**config.mk**
```make
export PLATFORM = sky130hd
export DESIGN_NAME = axil_led_regs
export DESIGN_NICKNAME = d
export VERILOG_FILES = /design/src/axil_mem_pkg.sv /design/src/axil_led_regs.sv
export SDC_FILE = /design/constraint.sdc
export NUM_CORES = 1
export LEC_CHECK = 0
export ABC_CLOCK_PERIOD_IN_PS = 2370
export BUFFER_PORTS_ARGS = -buffer_cell sky130_fd_sc_hd__buf_2
export CAP_MARGIN = 15
export CORE_AREA = 2 2 62 64
export DETAILED_ROUTE_END_ITERATION = 8
export DIE_AREA = 0 0 64 66
export GPL_ROUTABILITY_DRIVEN = 1
export GPL_TIMING_DRIVEN = 0
export PLACE_DENSITY_LB_ADDON = 0.1
export SLEW_MARGIN = 20
export SYNTH_ARGS = -nofsm -noshare
export SYNTH_HDL_FRONTEND = slang
export SYNTH_SLANG_ARGS = --single-unit
```
**constraint.sdc**
```tcl
create_clock -name aclk -period 2.37 [get_ports aclk]
set_clock_uncertainty 0.1 [all_clocks]
set_input_delay 0.237 -clock aclk [delete_from_list [all_inputs] [get_ports aclk]]
set_output_delay 0.237 -clock aclk [all_outputs]
set_load 0.02 [all_outputs]
```
**src/axil_mem_pkg.sv**
```systemverilog
/* Shared AXI4-Lite types, response codes and address map for the memory subsystem.
   Single master, no bursts; prot fields are carried but never checked. */
package axil_mem_pkg;

    // Bus widths
    localparam int ADDR_W = 32;
    localparam int DATA_W = 32;
    localparam int STRB_W = DATA_W / 8;

    // RAM window, 256 words of 32 bits
    localparam logic [ADDR_W-1:0] RAM_BASE  = 32'h0000_0000;
    localparam int                RAM_WORDS = 256;
    localparam int                RAM_IDX_W = $clog2(RAM_WORDS);
    localparam logic [ADDR_W-1:0] RAM_BYTES = ADDR_W'(RAM_WORDS * STRB_W);

    // Register block, two words
    localparam logic [ADDR_W-1:0] REG_BASE = 32'h1000_0000;
    localparam logic [ADDR_W-1:0] LED_OFFS = 32'h0000_0000;
    localparam logic [ADDR_W-1:0] ID_OFFS  = 32'h0000_0004;
    localparam int                LED_W    = 8;
    localparam logic [DATA_W-1:0] ID_VALUE = 32'h4158_4C31; // ASCII "AXL1"

    // AXI response codes
    localparam logic [1:0] RESP_OKAY   = 2'b00;
    localparam logic [1:0] RESP_SLVERR = 2'b10;
    localparam logic [1:0] RESP_DECERR = 2'b11;

    // Master to slave
    typedef struct packed {
        logic [ADDR_W-1:0] aw_addr;
        logic [2:0]        aw_prot;
        logic              aw_valid;
        logic [DATA_W-1:0] w_data;
        logic [STRB_W-1:0] w_strb;
        logic              w_valid;
        logic              b_ready;
        logic [ADDR_W-1:0] ar_addr;
        logic [2:0]        ar_prot;
        logic              ar_valid;
        logic              r_ready;
    } axil_req_t;

    // Slave to master
    typedef struct packed {
        logic              aw_ready;
        logic              w_ready;
        logic              b_valid;
        logic [1:0]        b_resp;
        logic              ar_ready;
        logic              r_valid;
        logic [DATA_W-1:0] r_data;
        logic [1:0]        r_resp;
    } axil_rsp_t;

endpackage

```
**src/axil_led_regs.sv**
```systemverilog
/* LED and ID registers on AXI-Lite. Only strobe bit 0 updates the LED byte;
   the ID word is read-only and a write to it answers SLVERR. */
`timescale 1ns/10ps

module axil_led_regs
    import axil_mem_pkg::*;
(
    input  logic             aclk,
    input  logic             aresetn,
    input  axil_req_t        req,
    output axil_rsp_t        rsp,
    output logic [LED_W-1:0] led
);

    logic              wr_take;
    logic              rd_take;
    logic              wr_is_id;
    logic              rd_is_id;
    logic              b_valid_q;
    logic [1:0]        b_resp_q;
    logic              r_valid_q;
    logic [DATA_W-1:0] r_data_q;
    logic [LED_W-1:0]  led_q;

    // Decoder has already matched the window, only the word select is left
    assign wr_is_id = req.aw_addr[3:2] == ID_OFFS[3:2];
    assign rd_is_id = req.ar_addr[3:2] == ID_OFFS[3:2];

    assign wr_take = req.aw_valid && req.w_valid && !b_valid_q;
    assign rd_take = req.ar_valid && !r_valid_q;

    always_ff @(posedge aclk) begin
        if (!aresetn) begin
            led_q     <= '0;
            b_valid_q <= 1'b0;
        end else if (wr_take) begin
            b_valid_q <= 1'b1;
            if (!wr_is_id && req.w_strb[0]) begin
                led_q <= req.w_data[LED_W-1:0];
            end
        end else if (req.b_ready) begin
            b_valid_q <= 1'b0;
        end
    end

    always_ff @(posedge aclk) begin
        if (wr_take) begin
            b_resp_q <= wr_is_id ? RESP_SLVERR : RESP_OKAY;
        end
    end

    always_ff @(posedge aclk) begin
        if (!aresetn) begin
            r_valid_q <= 1'b0;
        end else if (rd_take) begin
            r_valid_q <= 1'b1;
        end else if (req.r_ready) begin
            r_valid_q <= 1'b0;
        end
    end

    always_ff @(posedge aclk) begin
        if (rd_take) begin
            r_data_q <= rd_is_id ? ID_VALUE : DATA_W'(led_q);   // LED zero-extended
        end
    end

    always_comb begin
        rsp          = '0;
        rsp.aw_ready = wr_take;
        rsp.w_ready  = wr_take;
        rsp.b_valid  = b_valid_q;
        rsp.b_resp   = b_resp_q;
        rsp.ar_ready = rd_take;
        rsp.r_valid  = r_valid_q;
        rsp.r_data   = r_data_q;
        rsp.r_resp   = RESP_OKAY;
    end

    assign led = led_q;

endmodule

```
; Word-level counts from Yosys, hierarchy flattened
; Cells that the tools add are included.
[word_totals]
ff_bits = 44
inputBits = 113
wordCells = 24
[op_classes]
n_eq_ne = 2
reduce_logical = 10
n_mux = 6
[ops]
columns = operator, n
row1 = 31-bit two-way mux, 1
row2 = "2-bit by 1-bit equality test with 1-bit output, second input constant", 2
row3 = 1-bit logical AND, 4
row4 = 1-bit two-way mux, 4
row5 = 2-bit nonzero test, 2
row6 = 1-bit zero test, 3
row7 = 2-bit two-way mux, 1
row8 = 2-bit AND reduction, 1

; Depth between registers and ports, before layout
[logic_depth]
depth_word = 4
mapped_depth = 4
depth_no_buf = 3

; Least setup slack after synthesis
; Ideal clock, no wire load.
[synth_timing]
kind = reg2out
start = register r_valid_q
end = output port rsp[35] (netlist name)
setup_slack_ns = 0.985
stages_incl_launch_ff = 3
t_arrival_ns = 1.048
path_cell_list = dfxtp_1 -> nor2b_1 -> buf_4
[synth_via]
elab_chain_cells = 2
[synth_rtl]
columns = item, line
row1 = start: declaration, axil_led_regs.sv:21  ; logic r_valid_q;
row2 = start signal: assignment, axil_led_regs.sv:54  ; r_valid_q <= 1'b0;
row3 = start signal: assignment, axil_led_regs.sv:56  ; r_valid_q <= 1'b1;
row4 = start signal: assignment, axil_led_regs.sv:58  ; r_valid_q <= 1'b0;
row5 = 1-bit zero test, axil_led_regs.sv:30  ; assign rd_take = req.ar_valid && !r_valid_q;
row6 = 1-bit logical AND, axil_led_regs.sv:30
row7 = end: declaration, axil_led_regs.sv:11  ; output axil_rsp_t rsp,
; No other way between the ends.

; Worst setup path after layout
; Same ends and word-level chain as after synthesis.

==> summary.txt <==
Run status
  – Status: complete, no violations

Timing
  – Achievable Freq: 480 MHz
  – RSZ-0062 raised after global routing: false
  – Slew Viols, Final: 0
  – Post-route minimum period: 2.08 ns
  – Final hold violations: 0
  – Fin Setup TNS: 0 ns
  – Slew HR: 0.382
  – Worst-margin pin slew: 0.925 ns
  – Final setup viols: 0
  – Tcrit/Tclk final: 0.878

Layout
  – Final nets: 281
  – # fillers: 370
  – Multi-input logic area: 328 um2
  – Antenna fix cells: 0
  – Layout cells sized above 1: 0.515
  – Final Core Density: 0.398
  – FF/Latch Area: 500 um2
  – Area grow syn2layout: 38.7%

Critical path
  – Crit end category: primary output
  – Peak per-stage delay on the critical path: 0.72 ns
  – Slowest cell on crit path: nor2b_1
  – Critical Path, Cell by Cell: nor2b_1 > buf_4 > buf_2
  – WS Path Type: reg2out
  – CP required: 2.03 ns
  – Critical Path AT: 1.74 ns
  – Worst-path fanout max: 10
  – Type of origin of the critical path: flip-flop

Clock tree
  – Post-CTS Setup Bufs: 0
  – H-tree levels: 1
  – Hold_buf cts: 0
  – CTS tree: built
  – CTS clk-pin slew, worst paths: 0.11 ns
  – TritonCTS Sinks: 20
  – Worst-Skew Late Latency: 0.29 ns
  – Post_cts resized: 0
  – Clk buf depth: 2
  – Clock root buffer: clkbuf_4
  – Num CTS Buffers: 3

Yosys
  – Seq/Total Area, Yosys: 0.491
  – Synth warnings: 0
  – Mapped Area: 1020 um2
  – Average size of a mapped cell: 10.5 um2
  – Number of distinct library cells after synthesis: 16
  – Synth Instances: 97
  – #FFs+latches synth: 20

Floorplan
  – Die ar.: 4220 um2
  – I/O pins: 162
  – Cell Rows: 22
  – Core area: 3550 um2
  – Die Ht: 66 um
  – Die width: 64 um
  – Initial Utilization: 0.287

Power and ir drop
  – PwrDens: 518 nW/um2
  – Peak VDD IR: 0.000169 V
  – Total leakage power: 0.761 nW
  – Total power: 731 uW

Drt
  – Post-route ant nets: 0
  – Total iterations of the first detailed-routing run: 4
  – DR DRC count: 0
  – Detailed Route WL: 2040 um
  – DRT iter0 DRCs: 18
  – Avg WL per Cell: 9.47 um
  – Via count: 756
  – Vias per std cell: 3.52

Global route
  – Initial antenna violation count: 0
  – First-pass GRT wire length: 3200 um
  – Vias in the first global route: 749
  – Largest net degree at the start of global routing: 12
  – Grt ovf: 0
  – GRT Overall Usage: 0.0977

Run
  – Max-cap violations: 0

Worst hold path
  – Hold Path Class: in2reg

Placement
  – RD Place Congestion: 0.677
  – Final HPWL from detailed placement: 1610 um
  – # port buffers: 48
## cells in the final DEF (no fill, tap or decap), drive strengths merged
cell    instances
o21a            1
mux2i           8
o211a           1
clkinv          1
and2            5
buf            82
edfxtp         10
inv             1
conb           19
nand2b          4
dfxtp          10
clkbuf          3
and3b           2
nand2          17
nor2b           3
## layout make-up
cell class                      instances  share of cell area
Multi-Input combinational cell         60               0.232
Tap cell                               48              0.0425
Timing Repair Buffer                   48               0.170
Buffer                                 34               0.180
Clock inverter                          1             0.00266
Inverter                                1             0.00266
Sequential cell                        20               0.354
Clock buffer                            3              0.0159
## final timing paths
| check | from | endpoint | slack, ns | cells past startpoint |
|---|---|---|---|---|
| worst max-delay path | r_valid_q$_SDFFE_PN0P_ | rsp[35] | 0.29 | 3 |
| worst min-delay path | req[43] | led[0]$_SDFFE_PN0P_ | 0.07 | 3 |
| worst max register to register | r_valid_q$_SDFFE_PN0P_ | r_data_q[1]$_SDFFCE_PP0P_ | 0.83 | 1 |
| worst min register to register | led[3]$_SDFFE_PN0P_ | led[3]$_SDFFE_PN0P_ | 0.37 | 2 |
## Yosys cell counts
library cell | n | area [um2]
buf_4 | 31 | 233
and2_1 | 5 | 31.3
edfxtp_1 | 10 | 300
o211a_1 | 1 | 10.0
conb_1 | 1 | 3.75
nor2b_2 | 1 | 8.76
o21a_1 | 1 | 7.51
mux2i_1 | 8 | 80.1
dfxtp_1 | 10 | 200
and3b_1 | 2 | 17.5
nand2b_1 | 4 | 25.0
inv_1 | 1 | 3.75
buf_6 | 1 | 11.3
buf_2 | 2 | 10.0
nand2_1 | 17 | 63.8
nor2b_1 | 2 | 12.5
## metal layers
metal  up-vias  GRT usage  part of all wire
li1        400          -                 -
met2        44      0.159              0.43
met1       312      0.112              0.42
met4         0     0.0326                 0
met3         0     0.0477              0.14
met5         -          0                 0
## logic make-up after synthesis
family,after synthesis,share of synthesized area
AOI/OAI and AO/OA,2,0.0172
buffers and inverters,35,0.253
DFF,20,0.491
muxes,8,0.0786
other,1,0.00368
and+or+nand+nor,31,0.156
## registers in the layout (all words and copies together) (netlist names)
name	cells
b_resp_q	1
b_valid_q	1
r_valid_q	1
r_data_q	9
led	8
## critical path: cells and delay by family, from the launching register on
family	cells	cell delay (ns)
AND/OR/NAND/NOR	1	0.72
buffers and inverters	2	0.39
flip-flops	1	0.35
## stage by stage
stage,std cells,hold WS (ns),cell area [um2],setup slack (ns)
after floorplan,115,0.275,1090,0.985
after global placement,211,0.351,1390,0.547
after detailed placement,211,0.360,1390,0.554
after CTS,215,0.0551,1410,0.217
after global routing,215,0.0618,1410,0.0906
final,215,0.0734,1410,0.288
## where the power goes
| group | internal [mW] | switching [mW] | leakage (nW) |
|---|---|---|---|
| sequential | 0.381 | 0.00845 | 0.180 |
| combinational | 0.0776 | 0.103 | 0.566 |
| clock | 0.0612 | 0.0998 | 0.0154 |
| total | 0.520 | 0.211 | 0.761 |
Note: power is estimated with default switching activity, not from simulation.
