==> src/axil_mem_pkg.sv <==
/* Shared AXI4-Lite types, response codes and address map for the memory subsystem.
   Single master, no bursts; prot fields are carried but never checked. */
package axil_mem_pkg;

    // Bus widths
    localparam int ADDR_W = 32;
    localparam int DATA_W = 32;
    localparam int STRB_W = DATA_W / 8;

    // RAM window, 256 words of 32 bits
    localparam logic [ADDR_W-1:0] RAM_BASE  = 32'h0000_0000;
    localparam int                RAM_WORDS = 256;
    localparam int                RAM_IDX_W = $clog2(RAM_WORDS);
    localparam logic [ADDR_W-1:0] RAM_BYTES = ADDR_W'(RAM_WORDS * STRB_W);

    // Register block, two words
    localparam logic [ADDR_W-1:0] REG_BASE = 32'h1000_0000;
    localparam logic [ADDR_W-1:0] LED_OFFS = 32'h0000_0000;
    localparam logic [ADDR_W-1:0] ID_OFFS  = 32'h0000_0004;
    localparam int                LED_W    = 8;
    localparam logic [DATA_W-1:0] ID_VALUE = 32'h4158_4C31; // ASCII "AXL1"

    // AXI response codes
    localparam logic [1:0] RESP_OKAY   = 2'b00;
    localparam logic [1:0] RESP_SLVERR = 2'b10;
    localparam logic [1:0] RESP_DECERR = 2'b11;

    // Master to slave
    typedef struct packed {
        logic [ADDR_W-1:0] aw_addr;
        logic [2:0]        aw_prot;
        logic              aw_valid;
        logic [DATA_W-1:0] w_data;
        logic [STRB_W-1:0] w_strb;
        logic              w_valid;
        logic              b_ready;
        logic [ADDR_W-1:0] ar_addr;
        logic [2:0]        ar_prot;
        logic              ar_valid;
        logic              r_ready;
    } axil_req_t;

    // Slave to master
    typedef struct packed {
        logic              aw_ready;
        logic              w_ready;
        logic              b_valid;
        logic [1:0]        b_resp;
        logic              ar_ready;
        logic              r_valid;
        logic [DATA_W-1:0] r_data;
        logic [1:0]        r_resp;
    } axil_rsp_t;

endpackage

==> src/axil_addr_decoder.sv <==
/* Splits one AXI-Lite slave port between the RAM and the register block with no added
   latency. One transaction per direction in flight; unmapped addresses get DECERR. */
`timescale 1ns/10ps

module axil_addr_decoder
    import axil_mem_pkg::*;
(
    input  logic      aclk,
    input  logic      aresetn,
    input  axil_req_t s_req,
    output axil_rsp_t s_rsp,
    output axil_req_t ram_req,
    input  axil_rsp_t ram_rsp,
    output axil_req_t reg_req,
    input  axil_rsp_t reg_rsp
);

    logic aw_hit_ram;
    logic aw_hit_reg;
    logic ar_hit_ram;
    logic ar_hit_reg;
    logic wr_own_ram;   // Owner of the pending B response
    logic wr_own_reg;
    logic wr_own_err;
    logic rd_own_ram;   // Owner of the pending R response
    logic rd_own_reg;
    logic rd_own_err;
    logic wr_busy;
    logic rd_busy;
    logic wr_fire;
    logic rd_fire;
    logic b_done;
    logic r_done;

    function automatic logic in_ram(input logic [ADDR_W-1:0] addr);
        logic [ADDR_W-1:0] offs;
        offs = addr - RAM_BASE;   // Wraps below the base, so one compare covers both ends
        return offs < RAM_BYTES;
    endfunction

    function automatic logic in_regs(input logic [ADDR_W-1:0] addr);
        logic [ADDR_W-1:0] word;
        word = {addr[ADDR_W-1:2], 2'b00};
        return (word == REG_BASE + LED_OFFS) || (word == REG_BASE + ID_OFFS);
    endfunction

    assign aw_hit_ram = in_ram(s_req.aw_addr);
    assign aw_hit_reg = in_regs(s_req.aw_addr);
    assign ar_hit_ram = in_ram(s_req.ar_addr);
    assign ar_hit_reg = in_regs(s_req.ar_addr);

    assign wr_busy = wr_own_ram || wr_own_reg || wr_own_err;
    assign rd_busy = rd_own_ram || rd_own_reg || rd_own_err;

    // Valid goes only to the addressed target, ready only to the owner
    always_comb begin
        ram_req          = s_req;
        reg_req          = s_req;
        ram_req.aw_valid = s_req.aw_valid && aw_hit_ram && !wr_busy;
        ram_req.w_valid  = s_req.w_valid && aw_hit_ram && !wr_busy;
        reg_req.aw_valid = s_req.aw_valid && aw_hit_reg && !wr_busy;
        reg_req.w_valid  = s_req.w_valid && aw_hit_reg && !wr_busy;
        ram_req.b_ready  = s_req.b_ready && wr_own_ram;
        reg_req.b_ready  = s_req.b_ready && wr_own_reg;
        ram_req.ar_valid = s_req.ar_valid && ar_hit_ram && !rd_busy;
        reg_req.ar_valid = s_req.ar_valid && ar_hit_reg && !rd_busy;
        ram_req.r_ready  = s_req.r_ready && rd_own_ram;
        reg_req.r_ready  = s_req.r_ready && rd_own_reg;
    end

    always_comb begin
        s_rsp = '0;
        if (!wr_busy) begin
            if (aw_hit_ram) begin
                s_rsp.aw_ready = ram_rsp.aw_ready;
                s_rsp.w_ready  = ram_rsp.w_ready;
            end else if (aw_hit_reg) begin
                s_rsp.aw_ready = reg_rsp.aw_ready;
                s_rsp.w_ready  = reg_rsp.w_ready;
            end else begin   // Unmapped, take it here
                s_rsp.aw_ready = s_req.aw_valid && s_req.w_valid;
                s_rsp.w_ready  = s_req.aw_valid && s_req.w_valid;
            end
        end
        if (!rd_busy) begin
            if (ar_hit_ram)      s_rsp.ar_ready = ram_rsp.ar_ready;
            else if (ar_hit_reg) s_rsp.ar_ready = reg_rsp.ar_ready;
            else                 s_rsp.ar_ready = s_req.ar_valid;
        end

        // Response routing by latched owner
        if (wr_own_ram) begin
            s_rsp.b_valid = ram_rsp.b_valid;
            s_rsp.b_resp  = ram_rsp.b_resp;
        end else if (wr_own_reg) begin
            s_rsp.b_valid = reg_rsp.b_valid;
            s_rsp.b_resp  = reg_rsp.b_resp;
        end else if (wr_own_err) begin
            s_rsp.b_valid = 1'b1;
            s_rsp.b_resp  = RESP_DECERR;
        end
        if (rd_own_ram) begin
            s_rsp.r_valid = ram_rsp.r_valid;
            s_rsp.r_data  = ram_rsp.r_data;
            s_rsp.r_resp  = ram_rsp.r_resp;
        end else if (rd_own_reg) begin
            s_rsp.r_valid = reg_rsp.r_valid;
            s_rsp.r_data  = reg_rsp.r_data;
            s_rsp.r_resp  = reg_rsp.r_resp;
        end else if (rd_own_err) begin
            s_rsp.r_valid = 1'b1;   // Data stays zero
            s_rsp.r_resp  = RESP_DECERR;
        end
    end

    assign wr_fire = s_req.aw_valid && s_rsp.aw_ready;
    assign rd_fire = s_req.ar_valid && s_rsp.ar_ready;
    assign b_done  = s_rsp.b_valid && s_req.b_ready;
    assign r_done  = s_rsp.r_valid && s_req.r_ready;

    always_ff @(posedge aclk) begin
        if (!aresetn) begin
            wr_own_ram <= 1'b0;
            wr_own_reg <= 1'b0;
            wr_own_err <= 1'b0;
        end else if (wr_fire) begin
            wr_own_ram <= aw_hit_ram;
            wr_own_reg <= aw_hit_reg;
            wr_own_err <= !aw_hit_ram && !aw_hit_reg;
        end else if (b_done) begin
            wr_own_ram <= 1'b0;
            wr_own_reg <= 1'b0;
            wr_own_err <= 1'b0;
        end
    end

    always_ff @(posedge aclk) begin
        if (!aresetn) begin
            rd_own_ram <= 1'b0;
            rd_own_reg <= 1'b0;
            rd_own_err <= 1'b0;
        end else if (rd_fire) begin
            rd_own_ram <= ar_hit_ram;
            rd_own_reg <= ar_hit_reg;
            rd_own_err <= !ar_hit_ram && !ar_hit_reg;
        end else if (r_done) begin
            rd_own_ram <= 1'b0;
            rd_own_reg <= 1'b0;
            rd_own_err <= 1'b0;
        end
    end

endmodule

==> config.mk <==
export PLATFORM = sky130hd
export DESIGN_NAME = axil_addr_decoder
export DESIGN_NICKNAME = d
export VERILOG_FILES = /design/src/axil_mem_pkg.sv /design/src/axil_addr_decoder.sv
export SDC_FILE = /design/constraint.sdc
export NUM_CORES = 1
export LEC_CHECK = 0
export BUFFER_PORTS_ARGS = -buffer_cell sky130_fd_sc_hd__clkbuf_2
export CORE_AREA = 2 2 177 179
export CTS_CLUSTER_DIAMETER = 30
export DETAILED_ROUTE_END_ITERATION = 12
export DIE_AREA = 0 0 179 181
export GPL_TIMING_DRIVEN = 1
export PLACE_DENSITY = 0.44
export REMOVE_ABC_BUFFERS = 1
export SYNTH_ARGS = -nofsm -noshare
export SYNTH_HDL_FRONTEND = slang
export SYNTH_SLANG_ARGS = --single-unit
==> constraint.sdc <==
create_clock -name aclk -period 3.28 [get_ports aclk]
set_input_delay 0.164 -clock aclk [delete_from_list [all_inputs] [get_ports aclk]]
set_output_delay 0.164 -clock aclk [all_outputs]
set_load 0.02 [all_outputs]
* Yosys cells after proc, flatten, opt, wreduce, memory -nomap -nowiden
Index checks and enable logic that the tools add are counted.
W data, S select, Z words.
** Word-level totals
- Register bits :: 6
- Bits of input ports :: 195
- Word-level logic and storage cells :: 72
** Cells by class
- Eq/ne operators :: 4
- Multiplexer cells :: 23
- Reductions and logical operators :: 37
- $lt $le $gt $ge :: 2
** Operators with widths (number)
- $eq A30 B27 Y1 const B :: 4
- $lt A32 B11 Y1 const B :: 2
- $mux W35 :: 1
- $mux W32 :: 1
- $logic_and A1 B1 Y1 :: 23
- $mux W1 :: 13
- $mux W2 :: 5
- $mux W3 :: 3
- $logic_not A1 Y1 :: 6
- $logic_or A1 B1 Y1 :: 6
- $reduce_bool A2 Y1 :: 2

* Depth between registers and ports, before layout
Gate-level depths: netlist of run 1.
- Word-level depth :: 7
- Mapped depth :: 5

* Worst setup path before layout of run 1
Ideal clock, no wire load.
- Path kind :: reg-to-output
- Start :: register wr_own_ram
- End :: output ram_req[75] (netlist name)
- Path buffers :: 1
- Stages on the path, launching flop included :: 6
- Arrival :: 1424 ps
- Required time :: 3116 ps
- Slack :: 1692 ps
- Path through :: dfxtp_1 > buf_2 > nor3_2 > nand2_1 > or3_1 > nor2_1
** RTL lines
- from (decl) :: line axil_addr_decoder.sv:22 : logic wr_own_ram;
- from (signal assigned) :: line axil_addr_decoder.sv:127 : wr_own_ram <= aw_hit_ram;
- to (decl) :: line axil_addr_decoder.sv:12 : output axil_req_t ram_req,

==> results of run 1 <==
## worst paths after layout
kind / depth (start not counted) / endpoint / from
setup reg to reg: 4 / rd_own_ram / rd_own_reg
hold / removal: 3 / wr_own_ram / ram_rsp[40]
setup / recovery: 6 / s_rsp[35] / s_req[12]
hold reg to reg: 2 / rd_own_err / rd_own_err
## layer usage
layer	track usage	routed length (um)	vias to the layer above
li1	-	-	1202
met1	0.0834	5250	1205
met2	0.117	5920	368
met3	0.117	4530	14
met4	0.0104	100	6
met5	0.0941	337	-
## cell families (layout without fill, tap and decap cells)
logic type	count (synthesis)	count (layout)	synth area share
buffers and inverters	227	323	0.633
AOI/OAI and AO/OA	60	60	0.187
DFF	6	6	0.0461
and+or+nand+nor	63	63	0.134
## placed cells by master (no fill, tap or decap), types with 2 or more instances in the layout
cell type | Yosys | routed
o22a_1 | 3 | 3
clkbuf_2 | 0 | 313
o32ai_1 | 2 | 2
or3_1 | 2 | 2
clkbuf_16 | 0 | 3
nand2b_1 | 2 | 2
a21oi_1 | 4 | 4
a211oi_1 | 2 | 2
o21ai_0 | 6 | 6
nand3_1 | 5 | 5
inv_1 | 5 | 5
nand2_1 | 15 | 15
nor4_1 | 8 | 8
nor3_1 | 5 | 5
dfxtp_1 | 6 | 6
nor2b_1 | 2 | 2
nor4_2 | 2 | 2
o221a_1 | 2 | 2
o31ai_1 | 3 | 3
and2_1 | 4 | 4
a22o_1 | 32 | 32
nor2_1 | 11 | 10
buf_4 | 212 | 2
## cell type report
cell class,count,share of cell area
Tap cell,396,0.158
Clock buffer,3,0.0240
Timing Repair Buffer,315,0.505
Multi-Input combinational cell,123,0.268
Sequential cell,6,0.0384
Inverter,5,0.00600
## stage by stage
step / area (um^2) / hold slack [ns] / utilization / power, mW
5_1_grt: 3130 / 0.195 / 0.103 / 0.675
6_report: 3130 / 0.173 / 0.103 / 0.631
2_1_floorplan: 975 / 0.265 / - / 0.125
3_3_place_gp: 3050 / 0.328 / 0.101 / 0.432
3_5_place_dp: 3050 / 0.328 / 0.101 / 0.431
4_1_cts: 3130 / 0.168 / 0.103 / 0.647
## worst max-delay path, delay by kind of cell
kind | cells | cell delay (ns)
buffers and inverters | 2 | 0.30
AO/OA/AOI/OAI | 2 | 1.12
AND/OR/NAND/NOR | 2 | 0.69
## power by group
part           total (mW)  internal [mW]  switching [mW]
Clock               0.204          0.157          0.0466
Sequential         0.0780         0.0761         0.00189
Combinational       0.350          0.134           0.215
Total               0.631          0.367           0.264
==> run_results.csv, run 1 <==
group,metric,value,unit
status,status,"completed",
synthesis,ys_ff_latch,6,
timing,tns,0,ns
die,num_rows,64,
clock_network,cts_root_buffer,"clkbuf_16",
timing,finalCriticalPeriod,2.44,ns
synthesis,seq_area_frac_synth,0.0461,
global_route,grt.overflow.total,0,
route,vias,2795,
timing,hold_viol,0,
cells_and_area,seqCellArea,120,um^2
power,ir_drop,0.0839,mV
global_route,antenna_found_initial,0,
cells_and_area,area_delta_synth_final,20.1,%
power,p_leak,1.66,nW
run,max_cap_violations,0,
worst_setup_path,cp_common_cell,"clkbuf_2",
synthesis,synth_cells,356,
die,dieWidth,179,um
synthesis,synthDistinctLibCells,36,
place,post-place-ws,0.795,ns
timing,timing.final.crit_share,0.744,
synthesis,synth_top_area_frac,0.611,
synthesis,synthArstFlopShare,0,
route,wirelength,16100,um
worst_setup_path,slowest_stage,"a2111oi_1",
synthesis,synth-main-ff-cell,"dfxtp_1",
route,drc_errors,0,
worst_setup_path,worstPathArrival,2.28,ns
global_route,grt_max_degree,40,
clock_network,tritoncts,"yes",
timing,setup_viol,0,
synthesis,synth_top_cells_by_count,"buf_4, a22o_1, nand2_1",
route,via_per_inst,3.30,
route,antenna_left,0,
die,fp.dieH,181,um
synthesis,synth_most_common_cell,"buf_4",
worst_setup_path,worstPathRequired,3.12,ns
synthesis,synth_area_leaders,"buf_4, a22o_1, dfxtp_1, nand2_1, nor4_1",
place,gp_congestion,0.925,
cells_and_area,n_fill_cell,3576,
die,core,30300,um^2
die,ioPinCount,458,
worst_setup_path,crit_chain,"clkbuf_2 -> nor4_1 -> nand2_1 -> a2111oi_1 -> o221a_1 -> clkbuf_2",
place,post-dp-hpwl,14800,um
die,start_util,0.0859,
min_path,hold_class,"input pin to flip-flop",
clock_network,post-cts-setup-buffers,0,
worst_setup_path,reg2reg_setup_slack,1.55,ns
cells_and_area,stdcell_count,848,
timing,finClkSkew,0.0000549,ns
global_route,grt_pass1_vias,2498,
timing,clock.fmax,0.410,GHz
clock_network,cts_max_level,1,
worst_setup_path,start_kind,"input pin",
global_route,grt_pass1_wl,19900,um
clock_network,clk_pin_slew_worst_paths,0.04,ns
clock_network,clock_path_buffers,2,
worst_setup_path,worstPathMaxFanout,4,
place,dp_cells,845,
worst_setup_path,crit_path_end_kind,"primary output",
place,io_buffers,313,
cells_and_area,final_nets,649,
cells_and_area,antenna_cells,0,
synthesis,syn-cell-area,2610,um^2
route,wl_per_cell,19.0,um
route,drtPass1Iterations,4,
cells_and_area,multi_input_area,838,um^2
timing,rsz0062_at_grt,"no",
timing,slew_viol_final,0,
synthesis,ys.warnings.count,0,
die,die_area,32400,um^2
timing,timing.final.ws_setup,0.839,ns
worst_setup_path,max_stage_delay,0.79,ns
synthesis,synth_largest_area_cell,"buf_4",
synthesis,synth.avg_cell_area,7.32,um^2
cells_and_area,drive_above_1_share,0.723,
global_route,grt_use_total,0.0906,
clock_network,cts_resized,0,
clock_network,clk_latency,0.23,ns
clock_network,cts_buffers,3,
synthesis,synth_edf_count,0,
worst_setup_path,criticalPathCategory,"input pin to primary output",
route,drt_iter0_markers,146,
timing,max-slew-margin-rel,0.491,
clock_network,cts_hold_buf,0,
timing,tightest_slew,0.762,ns
power,powerDensity,202,nW/um^2
clock_network,cts_num_sinks,6,
(Power assumes the default switching activity.)
==> run 2: changes to the inputs <==
--- a/config.mk
+++ b/config.mk
@@ -6,12 +6,12 @@
 export NUM_CORES = 1
 export LEC_CHECK = 0
 export BUFFER_PORTS_ARGS = -buffer_cell sky130_fd_sc_hd__clkbuf_2
-export CORE_AREA = 2 2 177 179
+export CORE_AREA = 2 2 178 180
 export CTS_CLUSTER_DIAMETER = 30
 export DETAILED_ROUTE_END_ITERATION = 12
-export DIE_AREA = 0 0 179 181
+export DIE_AREA = 0 0 180 182
 export GPL_TIMING_DRIVEN = 1
-export PLACE_DENSITY = 0.44
+export PLACE_DENSITY = 0.43
 export REMOVE_ABC_BUFFERS = 1
 export SYNTH_ARGS = -nofsm -noshare
 export SYNTH_HDL_FRONTEND = slang
==> constraint.sdc (replaced) <==
create_clock -name aclk -period 2.4 [get_ports aclk]
set_input_delay 0.12 -clock aclk [delete_from_list [all_inputs] [get_ports aclk]]
set_output_delay 0.12 -clock aclk [all_outputs]
set_load 0.02 [all_outputs]
==> run_results.csv, run 2 (synthesis results as in run 1) <==
group,metric,value,unit
global_route,grt.overflow.total,0,
cells_and_area,multi_input_area,838,um^2
clock_network,clk_pin_slew_worst_paths,0.04,ns
run,max_cap_violations,0,
clock_network,clk_latency,0.23,ns
timing,rsz0062_at_grt,"no",
route,antenna_left,0,
timing,timing.final.crit_share,0.842,
worst_setup_path,reg2reg_from,"rd_own_reg",
cells_and_area,seqCellArea,120,um^2
timing,tightest_slew,0.519,ns
worst_setup_path,endpoint,"ram_req[75]",
worst_setup_path,cp_num_cells,5,
cells_and_area,fin_area,3160,um^2
timing,hold_viol,0,
worst_setup_path,criticalPathCategory,"flip-flop to primary output",
clock_network,cts_max_level,1,
global_route,grt_pass1_vias,2605,
clock_network,cts_resized,0,
route,wl_per_cell,20.9,um
clock_network,cts_hold_buf,0,
place,io_buffers,313,
global_route,grt_use_total,0.101,
worst_setup_path,worstPathRequired,2.28,ns
global_route,antenna_found_initial,2,
clock_network,cts_num_sinks,6,
place,post-dp-hpwl,16000,um
route,via_per_inst,3.43,
power,powerDensity,285,nW/um^2
worst_setup_path,crit_chain,"nor3_2 -> nand2_1 -> or3_1 -> nor2_1 -> clkbuf_2",
die,fp.dieH,182,um
timing,finClkSkew,0.000113,ns
route,drc_errors,0,
power,p_leak,1.68,nW
clock_network,cts_root_buffer,"clkbuf_16",
worst_setup_path,worstRegToRegCells,4,
route,wirelength,17900,um
cells_and_area,area_delta_synth_final,21.3,%
timing,tns,0,ns
die,num_rows,65,
route,drt_iter0_markers,215,
die,ioPinCount,458,
worst_setup_path,crit_path_start,"wr_own_ram",
clock_network,tritoncts,"yes",
worst_setup_path,start_kind,"flip-flop",
clock_network,cts_buffers,3,
worst_setup_path,worstPathArrival,1.90,ns
die,dieWidth,180,um
worst_setup_path,worstPathMaxFanout,10,
cells_and_area,final_nets,652,
die,die_area,32800,um^2
timing,setup_viol,0,
timing,slew_viol_final,0,
worst_setup_path,crit_buf_inv,1,
status,status,"completed",
worst_setup_path,max_stage_delay,0.42,ns
place,place_area,3080,um^2
timing,clock.fmax,0.495,GHz
global_route,grt_pass1_wl,22600,um
timing,max-slew-margin-rel,0.650,
worst_setup_path,slowest_stage,"or3_1",
die,start_util,0.0841,
cells_and_area,drive_above_1_share,0.725,
worst_setup_path,crit_path_end_kind,"primary output",
power,ir_drop,0.146,mV
worst_setup_path,worst_path_dominant_cell_family,"simple AND/OR/NAND/NOR gates",
worst_setup_path,reg2reg_setup_slack,0.75,ns
clock_network,post-cts-setup-buffers,0,
die,core,31000,um^2
cells_and_area,layout_commonest_cell,"clkbuf_2",
route,drtPass1Iterations,4,
cells_and_area,n_fill_cell,3618,
route,vias,2944,
cells_and_area,final_cell_mix,"clkbuf_2, a22o_1, nand2_1, nor2_1, nor4_1",
clock_network,clock_path_buffers,2,
worst_setup_path,rr_endpoint,"rd_own_reg",
min_path,hold_class,"input pin to flip-flop",
global_route,grt_max_degree,38,
timing,finalCriticalPeriod,2.02,ns
place,gp_congestion,0.783,
==> run 2: worst min-delay path by stage <==
stage	endpoint	slack, ns	startpoint	cells past startpoint
floorplan	wr_own_ram	0.22	s_req[107]	1
global placement	ram_req[61]	0.24	s_req[61]	0
detailed placement	ram_req[61]	0.24	s_req[61]	0
CTS	wr_own_ram	0.14	ram_rsp[40]	3
global route	wr_own_ram	0.16	ram_rsp[40]	3
finish	wr_own_ram	0.15	ram_rsp[40]	3
==> run 2: worst reg2reg max path, delay by kind of cell (launching register included) <==
kind / cells / cell delay [ns]
AOI/OAI and AO/OA: 1 / 0.29
DFF: 1 / 0.35
and+or+nand+nor: 3 / 0.91
==> run 2: per-layer routing <==
layer	track usage	vias up	wire, um
met5	0.0415	-	126
met4	0.0231	4	339
met3	0.103	27	3800
met2	0.138	380	7140
met1	0.104	1327	6540
li1	-	1206	-
==> run 2: layout make-up <==
cell class / count / area share
timing repair buffer: 318 / 0.507
multi-input combinational: 123 / 0.265
sequential: 6 / 0.0380
tap: 402 / 0.159
inverter: 5 / 0.00594
clock buffer: 3 / 0.0237
antenna: 1 / 0.000791
==> run 2: metrics by stage <==
stage,setup WS [ns],hold slack (ns),std cells,power [mW],utilization
finish,0.378,0.154,858,0.901,0.102
global route,0.257,0.156,857,0.950,0.102
CTS,0.276,0.142,857,0.925,0.102
detailed placement,0.277,0.240,854,0.630,0.0995
global placement,0.195,0.240,854,0.634,0.0995
floorplan,0.162,0.221,134,0.171,-
==> run 2: where the power goes <==
group	switching, mW	internal (mW)
clock network	0.0646	0.215
logic	0.328	0.187
registers	0.00276	0.104
total	0.395	0.506
